File: config.mk
export PLATFORM = sky130hd
export DESIGN_NAME = hash_top
export DESIGN_NICKNAME = d
export VERILOG_FILES = /design/src/hdl/hash_pkg.sv /design/src/hdl/hash_cfg_pkg.sv /design/src/hdl/hash_cfg_regs.sv /design/src/hdl/hash_crc_stage.sv /design/src/hdl/hash_mix_out.sv /design/src/hdl/hash_top.sv
export SDC_FILE = /design/constraint.sdc
export NUM_CORES = 1
export LEC_CHECK = 0
export BUFFER_PORTS_ARGS = -buffer_cell sky130_fd_sc_hd__buf_2
export CAP_MARGIN = 20
export CORE_MARGIN = 5
export CORE_UTILIZATION = 30
export CTS_BUF_LIST = sky130_fd_sc_hd__clkbuf_4 sky130_fd_sc_hd__clkbuf_8
export CTS_CLUSTER_DIAMETER = 100
export DETAILED_ROUTE_END_ITERATION = 10
export PLACE_DENSITY = 0.5
export SKIP_CTS_REPAIR_TIMING = 1
export SYNTH_ARGS = -nofsm -noshare
export SYNTH_HDL_FRONTEND = slang
export SYNTH_HIERARCHICAL = 1
export SYNTH_SLANG_ARGS = --single-unit
File: constraint.sdc
create_clock -name clk -period 2.98 [get_ports clk]
set_input_delay 0 -clock clk [delete_from_list [all_inputs] [get_ports clk]]
set_output_delay 0 -clock clk [all_outputs]
set_load 0.1 [all_outputs]
File: src/hdl/hash_pkg.sv
// key hash types and constants
package hash_pkg;

  // --------------------
  // widths
  // --------------------

  // the key width also sets the width of the hash output
  localparam int KEY_W  = 16;
  localparam int CRC_W  = 12;
  localparam int SIZE_W = 6;

  typedef logic [KEY_W-1:0]  key_t;
  typedef logic [CRC_W-1:0]  crc_t;
  typedef logic [SIZE_W-1:0] hash_size_t;

  // largest truncation size that the engine accepts
  localparam int MAX_HASH_SIZE = 12;

  // right-shift amounts of the two xor folds in the mixer
  localparam int MIX_SHIFT_A = 1;
  localparam int MIX_SHIFT_B = 7;

  // --------------------
  // crc equations
  // --------------------

  // crc bit i is the parity of the key bits selected by mask i
  // e.g. bit 0 takes key bits 0, 4, 7, 8, 11, 14 and 15
  localparam key_t CRC_TAPS [0:CRC_W-1] = '{
    16'hC991, 16'h5AB3, 16'hB566, 16'h6ACC,
    16'hD598, 16'h62A1, 16'hC542, 16'h8A84,
    16'hDC99, 16'hB932, 16'h7264, 16'hE4C8
  };

  // output selection, decoded from bypass and the size field
  typedef enum logic [1:0] {
    OUT_RAW    = 2'd0,
    OUT_MIX    = 2'd1,
    OUT_BYPASS = 2'd2
  } out_mode_e;

  // registered content of the input stage
  // cfg is {bypass, hash_size}, the same layout as the config struct
  typedef struct packed {
    logic              valid;
    key_t              key;
    crc_t              crc;
    logic [SIZE_W:0]   cfg;
  } stage_t;

endpackage

File: src/hdl/hash_cfg_pkg.sv
// hash configuration definitions
package hash_cfg_pkg;

  // --------------------
  // register map
  // --------------------

  // three registers on a two bit address, address 3 reads as zero
  typedef enum logic [1:0] {
    CFG_CTRL   = 2'd0,
    CFG_SIZE   = 2'd1,
    CFG_STATUS = 2'd2
  } cfg_addr_e;

  // bit positions inside the register words
  localparam int CTRL_BYPASS_BIT   = 0;
  localparam int STATUS_BAD_SZ_BIT = 0;

  // --------------------
  // configuration word
  // --------------------

  // settings that travel with every key through the stage register
  typedef struct packed {
    logic                   bypass;
    hash_pkg::hash_size_t   hash_size;
  } hash_cfg_t;

  // out of reset the engine hashes at full width with bypass off
  localparam hash_cfg_t CFG_RESET = '{
    bypass:    1'b0,
    hash_size: hash_pkg::hash_size_t'(hash_pkg::MAX_HASH_SIZE)
  };

endpackage

File: src/hdl/hash_cfg_regs.sv
// hash configuration registers
`timescale 1ns/10ps

module hash_cfg_regs (
  input  logic                     clk,
  input  logic                     rst_n,
  input  logic                     reg_wr,
  input  logic                     reg_rd,
  input  hash_cfg_pkg::cfg_addr_e  reg_addr,
  input  logic [15:0]              reg_wdata,
  output logic [15:0]              reg_rdata,
  output hash_cfg_pkg::hash_cfg_t  cfg
);

  import hash_pkg::*;
  import hash_cfg_pkg::*;

  // --------------------
  // write decode
  // --------------------

  hash_cfg_t cfg_q;
  logic      bad_size_q;
  logic      wr_ctrl;
  logic      wr_size;
  logic      wr_status;
  logic      size_legal;

  assign wr_ctrl   = reg_wr && (reg_addr == CFG_CTRL);
  assign wr_size   = reg_wr && (reg_addr == CFG_SIZE);
  assign wr_status = reg_wr && (reg_addr == CFG_STATUS);

  // the whole write word is checked so that large values cannot alias
  // onto a legal size through the upper bits being dropped
  assign size_legal = (reg_wdata <= MAX_HASH_SIZE);

  // --------------------
  // registers
  // --------------------

  always_ff @(posedge clk or negedge rst_n) begin
    if (!rst_n) begin
      cfg_q <= CFG_RESET;
    end else begin
      if (wr_ctrl) begin
        cfg_q.bypass <= reg_wdata[CTRL_BYPASS_BIT];
      end
      // a reserved size is refused and the old size stays in force
      if (wr_size && size_legal) begin
        cfg_q.hash_size <= reg_wdata[SIZE_W-1:0];
      end
    end
  end

  // sticky flag for refused size writes
  // any write to the status address clears it
  always_ff @(posedge clk or negedge rst_n) begin
    if (!rst_n) begin
      bad_size_q <= 1'b0;
    end else if (wr_status) begin
      bad_size_q <= 1'b0;
    end else if (wr_size && !size_legal) begin
      bad_size_q <= 1'b1;
    end
  end

  assign cfg = cfg_q;

  // --------------------
  // read back
  // --------------------

  // combinational read, zero when no read strobe is present
  always_comb begin
    reg_rdata = '0;
    if (reg_rd) begin
      case (reg_addr)
        CFG_CTRL:   reg_rdata[CTRL_BYPASS_BIT] = cfg_q.bypass;
        CFG_SIZE:   reg_rdata[SIZE_W-1:0] = cfg_q.hash_size;
        CFG_STATUS: reg_rdata[STATUS_BAD_SZ_BIT] = bad_size_q;
        default:    reg_rdata = '0;
      endcase
    end
  end

endmodule

File: src/hdl/hash_crc_stage.sv
// hash input and crc stage
`timescale 1ns/10ps

module hash_crc_stage (
  input  logic                     clk,
  input  logic                     rst_n,
  input  logic                     key_valid,
  input  hash_pkg::key_t           key,
  input  logic                     hold,
  input  hash_cfg_pkg::hash_cfg_t  cfg,
  output hash_pkg::stage_t         stage
);

  import hash_pkg::*;
  import hash_cfg_pkg::*;

  // --------------------
  // crc
  // --------------------

  crc_t crc;

  // each crc bit is the xor of the key bits picked by its tap mask
  always_comb begin
    for (int i = 0; i < CRC_W; i++) begin
      crc[i] = ^(key & CRC_TAPS[i]);
    end
  end

  // --------------------
  // stage register
  // --------------------

  logic      valid_q;
  key_t      key_q;
  crc_t      crc_q;
  hash_cfg_t cfg_q;

  // control and key are cleared by reset
  // while hold is high a new key is ignored and the stage keeps its item
  always_ff @(posedge clk or negedge rst_n) begin
    if (!rst_n) begin
      valid_q <= 1'b0;
      key_q   <= '0;
    end else if (!hold) begin
      valid_q <= key_valid;
      key_q   <= key;
    end
  end

  // crc and config are qualified by valid_q
  // the config is sampled in the same edge as its key, so a later
  // register write cannot change a key already in the stage
  always_ff @(posedge clk) begin
    if (!hold) begin
      crc_q <= crc;
      cfg_q <= cfg;
    end
  end

  assign stage.valid = valid_q;
  assign stage.key   = key_q;
  assign stage.crc   = crc_q;
  assign stage.cfg   = cfg_q;

endmodule

File: src/hdl/hash_mix_out.sv
// hash mixer and output select
`timescale 1ns/10ps

module hash_mix_out (
  input  hash_pkg::stage_t  stage,
  output logic              hash_valid,
  output hash_pkg::key_t    hash
);

  import hash_pkg::*;
  import hash_cfg_pkg::*;

  // the stage carries the config as a plain field, so view it through
  // the config struct to get at bypass and size by name
  hash_cfg_t stage_cfg;

  assign stage_cfg = stage.cfg;

  // --------------------
  // mixer
  // --------------------

  crc_t mix_a;
  crc_t mix_b;

  // two xor folds of the registered crc against shifted copies of itself
  assign mix_a = stage.crc ^ (stage.crc >> MIX_SHIFT_A);
  assign mix_b = mix_a ^ (mix_a >> MIX_SHIFT_B);

  // --------------------
  // mode decode
  // --------------------

  out_mode_e out_mode;

  // bypass wins over the size field
  always_comb begin
    if (stage_cfg.bypass) begin
      out_mode = OUT_BYPASS;
    end else if (stage_cfg.hash_size == '0) begin
      out_mode = OUT_RAW;
    end else begin
      out_mode = OUT_MIX;
    end
  end

  // --------------------
  // output select
  // --------------------

  // the register block only lets sizes up to 12 through, so the mask
  // never has to cover more than the crc width
  always_comb begin
    hash = '0;
    if (stage.valid) begin
      case (out_mode)
        OUT_BYPASS: hash = stage.key;
        OUT_RAW:    hash[CRC_W-1:0] = stage.key[CRC_W-1:0];
        OUT_MIX: begin
          // keep the low hash_size bits of the mix, zero the rest
          for (int i = 0; i < CRC_W; i++) begin
            hash[i] = mix_b[i] && (i < stage_cfg.hash_size);
          end
        end
        default:    hash = '0;
      endcase
    end
  end

  // bypass results count as valid as well
  assign hash_valid = stage.valid;

endmodule

File: src/hdl/hash_top.sv
// key hash engine top
`timescale 1ns/10ps

module hash_top (
  input  logic                     clk,
  input  logic                     rst_n,
  // register port
  input  logic                     reg_wr,
  input  logic                     reg_rd,
  input  hash_cfg_pkg::cfg_addr_e  reg_addr,
  input  logic [15:0]              reg_wdata,
  output logic [15:0]              reg_rdata,
  // key port
  input  logic                     key_valid,
  input  hash_pkg::key_t           key,
  input  logic                     hold,
  output logic                     hash_valid,
  output hash_pkg::key_t           hash
);

  import hash_pkg::*;
  import hash_cfg_pkg::*;

  // --------------------
  // internal wires
  // --------------------

  // live configuration from the register block
  hash_cfg_t cfg;
  // registered key, crc and config sampled with it
  stage_t    stage;

  hash_cfg_regs i_hash_cfg_regs (
    .clk       (clk),
    .rst_n     (rst_n),
    .reg_wr    (reg_wr),
    .reg_rd    (reg_rd),
    .reg_addr  (reg_addr),
    .reg_wdata (reg_wdata),
    .reg_rdata (reg_rdata),
    .cfg       (cfg)
  );

  // the only register on the key path, giving one edge of latency
  hash_crc_stage i_hash_crc_stage (
    .clk       (clk),
    .rst_n     (rst_n),
    .key_valid (key_valid),
    .key       (key),
    .hold      (hold),
    .cfg       (cfg),
    .stage     (stage)
  );

  hash_mix_out i_hash_mix_out (
    .stage      (stage),
    .hash_valid (hash_valid),
    .hash       (hash)
  );

endmodule

---- Word level (Yosys, flattened, before mapping) ----
Index checks and enable logic that the tools add are counted.
cells by class
  $lt $le $gt $ge ......................... 13
  equal/unequal tests ..................... 4
  multiplexer cells ....................... 10
  bitwise logic cells ..................... 2
  reduce and logical (&&, ||, !) cells .... 35
operators with widths
  operator                                                                 count
  16-bit parity                                                            12
  3-bit by 6-bit < comparator with 1-bit output (first input constant)     4
  4-bit by 6-bit < comparator with 1-bit output (first input constant)     4
  12-bit one-hot mux with 2 select lines                                   1
  1-bit logical AND                                                        17
  16-bit by 4-bit <= comparator with 1-bit output (second input constant)  1
  16-bit 2-to-1 mux                                                        1
  1-bit by 6-bit < comparator with 1-bit output (first input constant)     2
  2-bit by 6-bit < comparator with 1-bit output (first input constant)     2
  12-bit by 11-bit XOR with 12-bit output                                  1
  12-bit by 5-bit XOR with 12-bit output                                   1
  6-bit zero test                                                          1
  6-bit 2-to-1 mux                                                         1
  5-bit 2-to-1 mux                                                         1
  2-bit by 1-bit == test with 1-bit output (second input constant)         2
  2-bit == test (second input constant)                                    2
  2-bit zero test                                                          2
  4-bit 2-to-1 mux                                                         1
  1-bit 2-to-1 mux                                                         3
  1-bit one-hot mux with 3 select lines                                    1
  2-bit 2-to-1 mux                                                         1
  2-bit nonzero test                                                       1
  2-bit OR reduction                                                       1
  1-bit zero test                                                          1
storage, ports and cells
  register bits after elaboration ......... 44
  input bits .............................. 40
  logic and storage cells ................. 72

---- Logic depth before layout (Yosys ltp) ----
  depth in word-level cells ............... 7
  depth in mapped cells ................... 5
  mapped depth without buffers ............ 4

---- Modules after synthesis ----
The synthesis kept the hierarchy.
modules (own cells, without submodules)
  module          times used  cells an instance  area each (sq um)  sequential area each (sq um)
  hash_crc_stage  1           98                 1617.8             996.0
  hash_mix_out    1           78                 516.7              0.0
  hash_cfg_regs   1           50                 500.5              202.7

---- Worst setup path after synthesis ----
OpenSTA, ideal clock, no wires.
  path kind ............................... register to output
  start point ............................. reg i_hash_crc_stage.cfg_q (netlist bit i_hash_crc_stage/stage[6])
  end point ............................... out hash[2]
  data arrival time ....................... 3.103 ns
  setup slack ............................. -0.123 ns
  cell stages (with the launch flop) ...... 5
  path through ............................ edfxtp_1 -> clkbuf_1 -> a21oi_1 -> nand2_1 -> o21ai_0
on the way
  word-level cells in the longest chain between the ends .. 5
RTL lines
  item                                              line                  source
  start, declared                                   hash_crc_stage.sv:37  hash_cfg_t cfg_q;
  start signal, assigned                            hash_crc_stage.sv:57  cfg_q <= cfg;
  2-bit 2-to-1 mux (*)                              hash_mix_out.sv:38    if (stage_cfg.bypass) begin
  2-bit == test or 2-bit zero test (tied branches)  hash_mix_out.sv:56    case (out_mode)
  2-bit OR reduction (no line)                      -
  12-bit one-hot mux with 2 select lines (*)        hash_mix_out.sv:56
  16-bit 2-to-1 mux (*)                             hash_mix_out.sv:55    if (stage.valid) begin
  end, declared                                     hash_top.sv:18        output hash_pkg::key_t hash
Every way passes the cells marked *; elsewhere a longest branch is shown, timed or not.

---- Final worst setup path ----
  start point ............................. reg i_hash_crc_stage.cfg_q (netlist bit i_hash_crc_stage/stage[5])
  end point ............................... out hash[11]
on the way
  word-level cells in the longest chain between the ends .. 7
RTL lines
  item                                              line                source
  6-bit zero test                                   hash_mix_out.sv:40  end else if (stage_cfg.hash_size == '0) begin
  1-bit 2-to-1 mux                                  hash_mix_out.sv:40
  2-bit 2-to-1 mux                                  hash_mix_out.sv:38
  2-bit == test or 2-bit zero test (tied branches)  hash_mix_out.sv:56
  2-bit OR reduction (no line)                      -
  12-bit one-hot mux with 2 select lines (*)        hash_mix_out.sv:56
  16-bit 2-to-1 mux (*)                             hash_mix_out.sv:55
Marks and branches as above.

==> out/metrics.cfg <==
[run_status]
outcome = complete, but fails checks
violations = negative hold slack

[hold_path]
hold_class = in -> reg

[synth]
synth_top_area_frac = 0.2184
yosysWarningCount = 6
synth_area_leaders = dfrtp_1 (22%), edfxtp_1 (22%), xnor2_1 (13%)
ys_seq_area_frac = 0.4549
ys_types = 41
syn_area_sq_um = 2635
yosysTopAreaCell = dfrtp_1
ys_ff_latch = 44
synth_area_per_cell_sq_um = 11.66
syn-instance-count = 226

[global_routing]
grt_usage = 0.1163
grt_max_degree = 26
grt_pass1_vias = 1875
overflow = 0
antenna_found_initial = 0
grt_pass1_wl_microns = 10010

[run]
maxCapViolations = 0

[cts]
clk_pin_slew_ns = 0.09
clock_latency_ns = 0.30
htreeDepth = 2
cts_made_buffers = 5
cts.sinks = 44
clk_root_buffer_cell = clkbuf_8
clk_path_buf_depth = 2
cts_tree = done

[cells_and_area]
nNetsFinal = 334
n_antenna_cell = 0
nFillCells = 895
drive_above_1_share = 0.3525
synthToLayoutAreaGrowth_pct = 19.71
final-instance-count-excl-fill = 403

[critical_path]
cp_data_required_time_ns = 2.98
startpoint_type = register
cp-end-kind = output port
crit_fanout = 11
critical_path_class = reg -> out
worstPathArrival_ns = 2.31

[floorplanning]
die_w_microns = 103.7
start_util = 0.3051
coreArea_sq_um = 8636
die_area_sq_um = 10760
rows = 34
die_h_microns = 103.7
num_io_pins = 73

[sta]
worst_pin_slew_ns = 0.7840
setup_violations = 0
hold_ws_ns = -0.01237
worst_slack_ns = 0.6684
setup_tns_ns = 0
fin_crit_sh = 0.7757
hold_violations = 1
max_freq_mhz = 432.6
rsz0062_at_grt = no
finalCriticalPeriod_ns = 2.312
max-slew-margin-rel = 0.4733
finClkSkew_ns = 0.005273
slew_violations = 0

[drt]
drt_wl_total_microns = 6375
first_iter_violations = 88
first_pass_iters = 4
route.detailed.drc = 0
antenna_left = 0
vias = 1865
routedWlPerCell_microns = 15.82
via_per_inst = 4.628

[placement]
placed_cells = 388
hpwl_microns = 5125
gp_congestion = 0.7689
pre_cts_ws_ns = 0.9863
portBuffers = 62

[pwr]
leakagePower_nw = 1.362
ir_worst_vdd_uv = 254.4
power_density_nw_per_um2 = 652.4

## critical path, stage by stage, from the launching register on
cell,delay (ns)
edfxtp_1,0.50
nor4_4,0.39
a21o_1,0.39
nand2_1,0.10
a21boi_1,0.17
buf_2,0.46
## state kept, by name (all words and copies together), names as in the netlist
| register | flops |
|---|---|
| i_hash_crc_stage/key_q | 16 |
| i_hash_cfg_regs/bad_size_q | 1 |
| i_hash_crc_stage/crc_q | 12 |
| i_hash_crc_stage/stage | 7 |
| i_hash_crc_stage/valid_q | 1 |
| i_hash_cfg_regs/cfg | 7 |
## metrics by stage
| stage | utilization | hold WS [ns] | power (mW) | instance area [sq um] |
|---|---|---|---|---|
| CTS | 0.3571 | -0.2918 | 2.085 | 3084 |
| global placement | 0.3470 | 0.04832 | 1.693 | 2997 |
| detailed placement | 0.3470 | 0.04655 | 1.694 | 2997 |
| global route | 0.3653 | 0.0004429 | 2.163 | 3154 |
| floorplan | - | -0.2956 | 1.520 | 2669 |
| finish | 0.3653 | -0.01237 | 2.058 | 3154 |
## layout by cell type, fill, tap and decap left out, types with 7 or more instances in the layout
cell type,count
edfxtp_1,19
mux2_2,22
buf_2,62
conb_1,10
dfrtp_1,23
xor2_1,15
dlygate4sd3_1,7
xnor2_1,38
nand2_1,20
## metal layers
metal  track usage  routed length, microns  up-vias  part of all wire
li1              -                       -      898                 -
met1        0.1528                    2785      899              0.44
met2        0.1958                    3195       63              0.50
met3       0.01866                     319        5             0.050
met4       0.03608                      74        0             0.012
met5             0                       0        -                 0
## cell usage after synthesis
library cell   n
a21boi_2       3
nor4_4         1
nand3b_1       1
nor3_1         2
buf_6          1
o211ai_1       1
nand4_1        1
nor4_1         4
nor2_1         3
a2111oi_0      1
a211oi_1       3
nor4b_1        1
a21o_1         1
dfrtp_1       23
nor2_4         1
and2_1         6
buf_4         12
nand3_1        5
buf_2          1
mux2_2        22
xnor3_2        2
mux2i_1        1
inv_1          2
edfxtp_1      19
a21boi_1       2
dfstp_2        2
xnor2_1       38
o21ai_0        5
xor2_1        15
a211o_1        2
xor2_2         1
a22oi_1        1
o211a_1        1
nor2b_1        6
conb_1         1
nand2_1       20
a21oi_1        5
and3_1         4
and2b_2        2
xnor3_1        1
clkbuf_1       3
## kinds of logic (layout without fill, tap and decap cells)
logic type	count (synthesis)	after routing	synth area share
AOI/OAI and AO/OA	25	25	0.06838
other	1	10	0.001423
DFF	44	44	0.4549
buffers and inverters	19	79	0.04748
muxes	23	23	0.09782
and+or+nand+nor	57	57	0.1211
xor gates and xnor gates	57	57	0.2089
## power by group
group	switching, mW	internal [mW]
registers	0.0716	0.729
clock network	0.205	0.174
logic	0.600	0.278
total	0.877	1.18
## worst paths after layout
kind                            slack [ns]  depth (start not counted)                                      to                                  from
worst min register to register        0.48                          0     i_hash_crc_stage/stage[0]$_DFFE_PN_    i_hash_cfg_regs/cfg[0]$_DFFE_PN0P_
min in group asynchronous             0.23                          2   i_hash_crc_stage/key_q[9]$_DFFE_PN0N_                                 rst_n
worst max register to register        1.92                          1    i_hash_crc_stage/valid_q$_DFFE_PN0N_  i_hash_crc_stage/valid_q$_DFFE_PN0N_
worst min-delay path                 -0.01                          3  i_hash_cfg_regs/bad_size_q$_DFFE_PN0P_                           reg_addr[0]
max in group asynchronous             2.37                          2   i_hash_crc_stage/key_q[7]$_DFFE_PN0N_                                 rst_n
worst max-delay path                  0.67                          5                                hash[11]   i_hash_crc_stage/stage[5]$_DFFE_PN_
## final cells by class
cell class / count / area [sq um] / share of cell area
clock inverters: 2 / 11.26 / 0.003570
flip-flops and latches: 44 / 1199 / 0.3800
multi-input cells: 172 / 1345 / 0.4264
well taps: 108 / 135.1 / 0.04284
inverters: 2 / 7.507 / 0.002380
repair buffers: 69 / 380.4 / 0.1206
clock buffers: 6 / 76.32 / 0.02420
Power figures use the tool's default switching activity.
